## src/logic/fft_pkg.sv

```systemverilog
`default_nettype none

package fft_pkg;

    localparam int N_POINTS = 16;
    localparam int N_STAGES = 4;
    localparam int SAMPLE_W = 16;
    // sign guard on top, one fraction bit below
    localparam int INT_W    = 18;

    typedef logic signed [SAMPLE_W-1:0] sample_t;
    typedef sample_t [N_POINTS-1:0] frame_t;

    typedef struct packed {
        logic signed [INT_W-1:0] re;
        logic signed [INT_W-1:0] im;
    } cplx_t;

    // Q16 coefficients
    typedef struct packed {
        logic signed [17:0] re;
        logic signed [17:0] im;
    } twiddle_t;

    // W16^n = cos - j sin, n = 0..7
    localparam twiddle_t TWIDDLE_ROM [N_POINTS/2] = '{
        '{ 18'sd65536,  18'sd0     },
        '{ 18'sd60547, -18'sd25079 },
        '{ 18'sd46340, -18'sd46340 },
        '{ 18'sd25079, -18'sd60547 },
        '{ 18'sd0,     -18'sd65536 },
        '{-18'sd25079, -18'sd60547 },
        '{-18'sd46340, -18'sd46340 },
        '{-18'sd60547, -18'sd25079 }
    };

    typedef enum logic [2:0] {
        IDLE   = 3'd0,
        STAGE1 = 3'd1,
        STAGE2 = 3'd2,
        STAGE3 = 3'd3,
        STAGE4 = 3'd4,
        DONE   = 3'd7
    } stage_t;

endpackage

`default_nettype wire

```

## src/logic/sample_collector.sv

```systemverilog
`timescale 1ns/1ns
`default_nettype none

module sample_collector import fft_pkg::*; (
    input  wire          clk,
    input  wire          rst,
    input  wire sample_t fir_d,
    input  wire          fir_valid,
    output frame_t       frame,
    output logic         frame_ready
);

    // next slot to fill, wraps at 16
    logic [3:0] count;

    //////////////////////////////////////////////////////////////////////
    // serial to parallel
    //////////////////////////////////////////////////////////////////////

    always_ff @(posedge clk or posedge rst) begin
        if (rst) begin
            count       <= '0;
            frame_ready <= 1'b0;
            frame       <= '0;
        end else begin
            // strobe once the last slot has been written
            frame_ready <= fir_valid && (count == 4'(N_POINTS - 1));
            if (fir_valid) begin
                frame[count] <= fir_d;
                count        <= count + 1'b1;
            end
        end
    end

endmodule

`default_nettype wire

```

## config.mk

```make
export PLATFORM = sky130hd
export DESIGN_NAME = sample_collector
export DESIGN_NICKNAME = d
export VERILOG_FILES = /design/src/logic/fft_pkg.sv /design/src/logic/sample_collector.sv
export SDC_FILE = /design/constraint.sdc
export NUM_CORES = 1
export LEC_CHECK = 0
export ABC_CLOCK_PERIOD_IN_PS = 9400
export BUFFER_PORTS_ARGS = -buffer_cell sky130_fd_sc_hd__buf_2
export CORE_MARGIN = 5
export CORE_UTILIZATION = 25
export CTS_BUF_LIST = sky130_fd_sc_hd__clkbuf_8
export DETAILED_ROUTE_END_ITERATION = 8
export PLACE_DENSITY = 0.56
export SLEW_MARGIN = 10
export SYNTH_ARGS = -nofsm -noshare
export SYNTH_HDL_FRONTEND = slang
export SYNTH_SLANG_ARGS = --single-unit
```

## constraint.sdc

```tcl
create_clock -name clk -period 9.4 [get_ports clk]
set_input_delay 1.88 -clock clk [delete_from_list [all_inputs] [get_ports clk]]
set_output_delay 1.88 -clock clk [all_outputs]
set_load 0.03 [all_outputs]
```

==> impl_metrics.json <==
{
  "synth_seq_cells": 261,
  "clockRootBuffer": "clkbuf_8",
  "ir_drop_uv": 190,
  "finalCriticalPeriod_ps": 3130,
  "routabilityCongestion": 0.718,
  "viasPerCell": 4.22,
  "finalSetupViolations": 0,
  "cts_tree": "yes",
  "syn-instance-count": 590,
  "leakagePower_nw": 6.56,
  "tns_ps": 0,
  "cts_buffer_depth": 3,
  "r2r-end": "frame[104]",
  "wl_per_cell_um": 20.1,
  "worstPathArrival_ps": 3590,
  "endpoint_kind": "register",
  "rows": 74,
  "fp.dieArea_um2": 45200,
  "path_clk_slew_ps": 60,
  "yosys_warnings": 0,
  "grt_overflow": 0,
  "period_share_pct": 33.3,
  "crit_type": "in -> reg",
  "worstPathMaxFanout": 21,
  "initial_core_util_pct": 25.2,
  "firstDrtPassIters": 4,
  "cpMaxStageDelayCell": "and4bb_2",
  "required_ps": 9860,
  "drive_gt1_share_pct": 68.0,
  "hp-class": "reg -> reg",
  "synth_cell_type_count": 19,
  "status": "complete, no violations",
  "antennaDiodeCount": 0,
  "die_h_um": 213,
  "post-route-drc-count": 0,
  "synth.avg_cell_area_um2": 17.4,
  "die_w_um": 213,
  "pre_cts_ws_ps": 5650,
  "grt_max_degree": 150,
  "place_area_um2": 12000,
  "core_area_um2": 40700,
  "area_growth_pct": 26.4,
  "yosysSeqAreaShare_pct": 63.7,
  "grt_pass1_vias": 6615,
  "finalHoldViolCount": 0,
  "num-fill-cells": 4122,
  "worst_slew_pin_slew_ps": 978,
  "design_area_um2": 13000,
  "htreeDepth": 2,
  "cts_hold_buffers": 0,
  "track_usage_pct": 12.7,
  "drv_slew": 0,
  "place_hpwl_mm": 19.6,
  "pin_count": 276,
  "maxCapViolations": 0,
  "critPathMaxStageDelay_ps": 730,
  "ctsResizeCount": 0,
  "wl_mm": 28.9,
  "rsz0062_at_grt": "no",
  "ant_nets": 0,
  "max-slew-margin-rel_pct": 34.8,
  "cp_cell_sequence": "buf_2 > and4bb_2 > mux2_2",
  "ff2ff_path_depth": 2,
  "timing.rr.start": "count[2]",
  "antenna_found_initial": 0,
  "synth_nets": 613,
  "critPathLaunch": "fir_valid",
  "post-cts-setup-buffers": 0,
  "clock_sinks": 261,
  "timing.final.ws_setup_ps": 6270,
  "first_iter_violations": 230,
  "r2r_slack_ps": 7180,
  "fin_hold_ws_ps": 496,
  "skew_ps": 23.0,
  "io_buffer_count": 275,
  "syn-cell-area_um2": 10300,
  "hold_start": "frame[252]",
  "max_freq_mhz": 319,
  "grt_pass1_wl_mm": 43.1,
  "power.density_nw_per_um2": 424,
  "num_vias": 6059,
  "hold-path-endpoint": "frame[252]",
  "hold_depth": 1,
  "clock_latency_ps": 590,
  "nNetsFinal": 896,
  "critPathLaunchType": "input pin",
  "cts_made_buffers": 47
}
[layer usage]
layer	vias up	GRT usage (%)	wire length (µm)
li1	2648	-	-
met1	3142	16.3	12400
met2	215	20.0	13300
met3	54	4.26	2460
met4	0	4.68	748
met5	-	0	0
[area by class of cell]
cell class              instances  area (µm²)  share of cell area (%)
clock buffers                  57         785                    6.05
clock inverters                24         156                    1.21
inverters                       4        22.5                   0.174
multi-input cells             283        3420                    26.3
flip-flops and latches        261        6530                    50.3
well taps                     532         666                    5.13
repair buffers                276        1400                    10.8
[worst max-delay path, delay by kind of cell]
kind | cells | cell delay [ps]
multiplexers | 1 | 400
AND/OR/NAND/NOR | 1 | 730
buffers and inverters | 1 | 540
[cell families (layout without fill, tap and decap cells)]
family                     after synthesis  count (layout)  share of synthesized area (%)
DFF                                    261             261                           63.7
muxes                                  256             256                           29.2
buffers and inverters                   46             361                           3.06
and+or+nand+nor                         19              19                           3.30
adders and majority gates                4               4                          0.488
xor gates and xnor gates                 3               3                          0.256
AOI/OAI and AO/OA                        1               1                         0.0487
[layout by cell type, fill, tap and decap left out]
master / instances
ha_1: 4
nand4_4: 4
xnor2_1: 2
nand4b_4: 8
clkinv_2: 5
inv_8: 1
xor2_1: 1
buf_2: 275
nand4_1: 1
clkbuf_8: 57
nand2_1: 2
buf_12: 1
bufinv_16: 2
mux2_4: 30
o21ai_0: 1
and4bb_2: 4
mux2_2: 226
clkinvlp_4: 2
inv_1: 18
dfrtp_1: 261
[synth_stat cells]
cell      number  area (µm²)
dfrtp_1      261        6530
mux2_2       226        2540
mux2_4        30         450
clkbuf_1      16        60.1
buf_6         10         113
buf_4          9        67.6
nand4b_4       8         190
buf_2          5        25.0
and4bb_2       4        50.1
ha_1           4        50.1
inv_1          4        15.0
nand4_4        4        85.1
nand2_1        2        7.51
xnor2_1        2        17.5
buf_12         1        20.0
clkbuf_8       1        13.8
nand4_1        1        6.26
o21ai_0        1        5.00
xor2_1         1        8.76
[worst max-delay path by stage]
stage / to / cells after the start / slack, ps
after floorplan: count[0] / 1 / 340
after global placement: frame[36] / 3 / 5670
after detailed placement: frame[42] / 3 / 5650
after CTS: frame[239] / 1 / 6250
after global routing: frame[36] / 3 / 6230
final: frame[34] / 3 / 6270
[through the flow]
step	cells	total power, mW	utilization, %
3_3_place_gp	1356	4.44	29.5
5_1_grt	1437	5.82	31.8
2_1_floorplan	590	3.71	-
6_report	1437	5.50	31.8
3_5_place_dp	1356	4.49	29.5
4_1_cts	1437	5.61	31.8
[report_power, final]
group          internal (mW)  leakage [nW]  switching [mW]  total (mW)
Clock                  0.600         0.538           0.469        1.07
Combinational          0.875          2.79            1.59        2.47
Sequential              1.65          3.23           0.313        1.96
Total                   3.13          6.56            2.38        5.50
[state kept, by name, indices dropped and copies added (netlist names)]
name / flops
count: 4
frame: 256
frame_ready: 1
Note: power is estimated with default switching activity, not from simulation.
