$ cat src/logic/fft_pkg.sv
`default_nettype none

package fft_pkg;

    localparam int N_POINTS = 16;
    localparam int N_STAGES = 4;
    localparam int SAMPLE_W = 16;
    // sign guard on top, one fraction bit below
    localparam int INT_W    = 18;

    typedef logic signed [SAMPLE_W-1:0] sample_t;
    typedef sample_t [N_POINTS-1:0] frame_t;

    typedef struct packed {
        logic signed [INT_W-1:0] re;
        logic signed [INT_W-1:0] im;
    } cplx_t;

    // Q16 coefficients
    typedef struct packed {
        logic signed [17:0] re;
        logic signed [17:0] im;
    } twiddle_t;

    // W16^n = cos - j sin, n = 0..7
    localparam twiddle_t TWIDDLE_ROM [N_POINTS/2] = '{
        '{ 18'sd65536,  18'sd0     },
        '{ 18'sd60547, -18'sd25079 },
        '{ 18'sd46340, -18'sd46340 },
        '{ 18'sd25079, -18'sd60547 },
        '{ 18'sd0,     -18'sd65536 },
        '{-18'sd25079, -18'sd60547 },
        '{-18'sd46340, -18'sd46340 },
        '{-18'sd60547, -18'sd25079 }
    };

    typedef enum logic [2:0] {
        IDLE   = 3'd0,
        STAGE1 = 3'd1,
        STAGE2 = 3'd2,
        STAGE3 = 3'd3,
        STAGE4 = 3'd4,
        DONE   = 3'd7
    } stage_t;

endpackage

`default_nettype wire

$ cat src/logic/spectrum_output.sv
`timescale 1ns/1ns
`default_nettype none

module spectrum_output import fft_pkg::*; (
    input  wire         clk,
    input  wire         rst,
    input  wire frame_t spectrum_re,
    input  wire frame_t spectrum_im,
    input  wire         result_ready,
    input  wire         fir_valid,
    output frame_t      fft_d,
    output logic        fft_valid,
    output logic        done
);

    // 0 = real frame next, 1 = imag frame next
    logic phase_im;
    logic fir_shadow;
    logic fft_shadow;
    // input went quiet, waiting for the last results
    logic drain;

    //////////////////////////////////////////////////////////////////////
    // real then imag
    //////////////////////////////////////////////////////////////////////

    always_ff @(posedge clk or posedge rst) begin
        if (rst) begin
            phase_im  <= 1'b0;
            fft_valid <= 1'b0;
            fft_d     <= '0;
        end else if (result_ready || phase_im) begin
            fft_d     <= phase_im ? spectrum_im : spectrum_re;
            fft_valid <= 1'b1;
            phase_im  <= ~phase_im;
        end else begin
            fft_valid <= 1'b0;
        end
    end

    //////////////////////////////////////////////////////////////////////
    // end of stream
    //////////////////////////////////////////////////////////////////////

    always_ff @(posedge clk or posedge rst) begin
        if (rst) begin
            fir_shadow <= 1'b0;
            fft_shadow <= 1'b0;
            drain      <= 1'b0;
            done       <= 1'b0;
        end else begin
            fir_shadow <= fir_valid;
            fft_shadow <= fft_valid;
            done       <= 1'b0;
            // falling edge of fir_valid arms
            if (fir_shadow && !fir_valid) begin
                drain <= 1'b1;
            end
            // falling edge of fft_valid fires and disarms
            if (drain && fft_shadow && !fft_valid) begin
                done  <= 1'b1;
                drain <= 1'b0;
            end
        end
    end

endmodule

`default_nettype wire

$ cat config.mk
export PLATFORM = sky130hd
export DESIGN_NAME = spectrum_output
export DESIGN_NICKNAME = d
export VERILOG_FILES = /design/src/logic/fft_pkg.sv /design/src/logic/spectrum_output.sv
export SDC_FILE = /design/constraint.sdc
export NUM_CORES = 1
export LEC_CHECK = 0
export BUFFER_PORTS_ARGS = -buffer_cell sky130_fd_sc_hd__clkbuf_2
export CORE_AREA = 2 2 301 303
export DETAILED_ROUTE_END_ITERATION = 8
export DIE_AREA = 0 0 303 305
export GPL_ROUTABILITY_DRIVEN = 0
export GPL_TIMING_DRIVEN = 0
export PLACE_DENSITY_LB_ADDON = 0.15
export SLEW_MARGIN = 10
export SYNTH_ARGS = -nofsm -noshare
export SYNTH_HDL_FRONTEND = slang
export SYNTH_SLANG_ARGS = --single-unit
$ cat constraint.sdc
create_clock -name clk -period 23.3 [get_ports clk]
set_input_delay 3.495 -clock clk [delete_from_list [all_inputs] [get_ports clk]]
set_output_delay 3.495 -clock clk [all_outputs]
set_load 0.02 [all_outputs]
==> results.json <==
{
  "placed_area_mm2": 0.0175,
  "path_cells": "clkbuf_2",
  "slew_headroom": 0.350,
  "period_share": 0.203,
  "utilization": 0.210,
  "yosysWarnings": 0,
  "grt.total_usage": 0.132,
  "std_cell_rows": 110,
  "clock_skew_ps": 17.3,
  "postCtsHoldBufs": 0,
  "wl_per_cell_um": 20.1,
  "cts_resized": 0,
  "layout_setup_ws_ps": 18570,
  "drcViolationCount": 36,
  "required_ps": 19810,
  "synth_area_mm2": 0.0121,
  "io_buffers": 772,
  "worstMarginPinSlew_ps": 975,
  "clock_latency_ps": 550,
  "drv_cap": 0,
  "mostFrequentLayoutCell": "clkbuf_2",
  "area_growth_pct": 55.1,
  "grt_pass1_vias": 12400,
  "crit_family": "flip-flops",
  "multi_input_area_mm2": 0.00484,
  "slowest_delay_ps": 460,
  "fin_nets": 2454,
  "seq_area_frac_synth": 0.543,
  "grt_max_degree": 95,
  "core_area_mm2": 0.0893,
  "cts.path.max_buffers": 3,
  "start_kind": "register",
  "place_ws_ps": 18610,
  "rsz0062_at_grt": "no",
  "cp_max_fo": 2,
  "finalCriticalPeriod_ps": 4730,
  "setup_viol": 0,
  "die_area_mm2": 0.0924,
  "finalInstanceArea_mm2": 0.0187,
  "drive_gt1_frac": 0.448,
  "hold_viol": 0,
  "holdCritPathClass": "register to register",
  "viasPerCell": 3.69,
  "top_level_ports": 774,
  "critPathCaptureType": "primary output",
  "syn_nets": 1640,
  "arrival_ps": 1230,
  "ys_types": 17,
  "drtIter0Drc": 620,
  "clock.fmax_ghz": 0.211,
  "final.setup.tns_ps": 0,
  "drv_slew": 0,
  "status": "finished with violations",
  "clkTransAtPathRegs_ps": 60,
  "slowest_stage": "dfrtp_1",
  "gr-total-overflow": 0,
  "cts_setup_buffers": 0,
  "mostFrequentLayoutCells": "clkbuf_2 (772), dfrtp_1 (262), mux2i_1 (256), nand2_1 (256), o21ai_1 (220)",
  "critPathKind": "register to primary output",
  "htree_levels": 2,
  "syn_area_per_cell_um2": 10.7,
  "die_h_um": 305,
  "hpwlAfterDp_um": 50800,
  "seqCellArea_mm2": 0.00656,
  "cts_tree": "yes",
  "start_util": 0.135,
  "cts_buffers": 38,
  "p_per_area_mw_per_mm2": 77.9,
  "grt_antenna_before_repair": 7,
  "syn_inst": 1124,
  "synth_seq_cells": 262,
  "routed_wl_um": 63300,
  "vias": 11600,
  "ant_nets": 0,
  "clock-sinks": 262,
  "p_leak_uw": 0.00965,
  "dieWidth_um": 303,
  "vdd_drop_max_mv": 0.0351,
  "violations": "DRC",
  "firstDrtPassIters": 9,
  "fill_cells": 10000,
  "clockRootBuffer": "clkbuf_16",
  "crit_buf_inv": 1,
  "grt_pass1_wl_um": 89000
}
final cells by class:
type | instances | share of cell area
clock inverters | 7 | 0.00334
repair buffers | 774 | 0.209
well taps | 1176 | 0.0786
plain buffers | 86 | 0.0356
diodes | 4 | 0.000535
flip-flops and latches | 262 | 0.350
clock buffers | 60 | 0.0629
inverters | 2 | 0.000802
multi-input cells | 774 | 0.259
worst register-to-register path: cells and delay by family, from the launching register on:
| family | cells | cell delay [ps] |
|---|---|---|
| compound gates | 1 | 170 |
| buf+inv | 3 | 1280 |
| flops | 1 | 320 |
routing by layer:
| layer | vias to the layer above | routed length [µm] | global-route usage |
|---|---|---|---|
| li1 | 5500 | - | - |
| met1 | 5603 | 25400 | 0.156 |
| met2 | 423 | 32500 | 0.234 |
| met3 | 70 | 4180 | 0.0329 |
| met4 | 2 | 1280 | 0.0344 |
| met5 | - | 13 | 0 |
cell families (layout without fill, tap and decap cells):
kind of cell    count (synthesis)  in the layout  share of synthesized area
other cells                     0              4                          0
simple gates                  261            261                     0.0821
buf+inv                        88            929                     0.0558
flops                         262            262                      0.543
compound gates                257            257                      0.107
mux                           256            256                      0.212
report_power, final:
part / total, µW / leakage (µW) / internal [µW] / switching, µW
Clock: 586 / 0.000610 / 356 / 230
Sequential: 546 / 0.00316 / 511 / 34.6
Combinational: 327 / 0.00589 / 122 / 205
final timing paths:
check                               start         end  slack, ps  cells past startpoint
worst min register to register  fft_valid  fft_shadow        430                      0
min in group asynchronous             rst   fft_d[68]       3050                      2
max in group asynchronous             rst  fft_d[236]      19160                      3
worst min-delay path            fft_valid  fft_shadow        430                      0
worst max-delay path            fft_d[69]   fft_d[69]      18570                      1
worst max register to register   phase_im  fft_d[222]      21380                      4
stage by stage:
step                      power [µW]  cells  hold WS (ps)
after floorplan                  722   1124           471
after global placement           886   3072           401
after detailed placement         888   3074           417
after CTS                       1490   3141           446
after global routing            1540   3145           450
final                           1460   3145           425
synthesized netlist by cell type:
library cell | instances | share of area
dfrtp_1 | 262 | 0.54
mux2i_1 | 256 | 0.21
nand2_1 | 256 | 0.080
o21ai_1 | 220 | 0.091
clkbuf_1 | 38 | 0.012
o21ai_0 | 36 | 0.015
buf_8 | 23 | 0.029
buf_2 | 14 | 0.0058
buf_4 | 9 | 0.0056
buf_12 | 2 | 0.0033
inv_1 | 2 | 0.00062
a21o_1 | 1 | 0.00062
nand2b_1 | 1 | 0.00052
nor2_1 | 1 | 0.00031
nor2b_1 | 1 | 0.00052
nor3b_1 | 1 | 0.00062
or2_2 | 1 | 0.00052
sequential cells by signal (all words and copies together), names as in the netlist:
register	count
fft_valid	1
fft_shadow	1
phase_im	1
done	1
drain	1
fft_d	256
fir_shadow	1
Power figures use the tool's default switching activity.
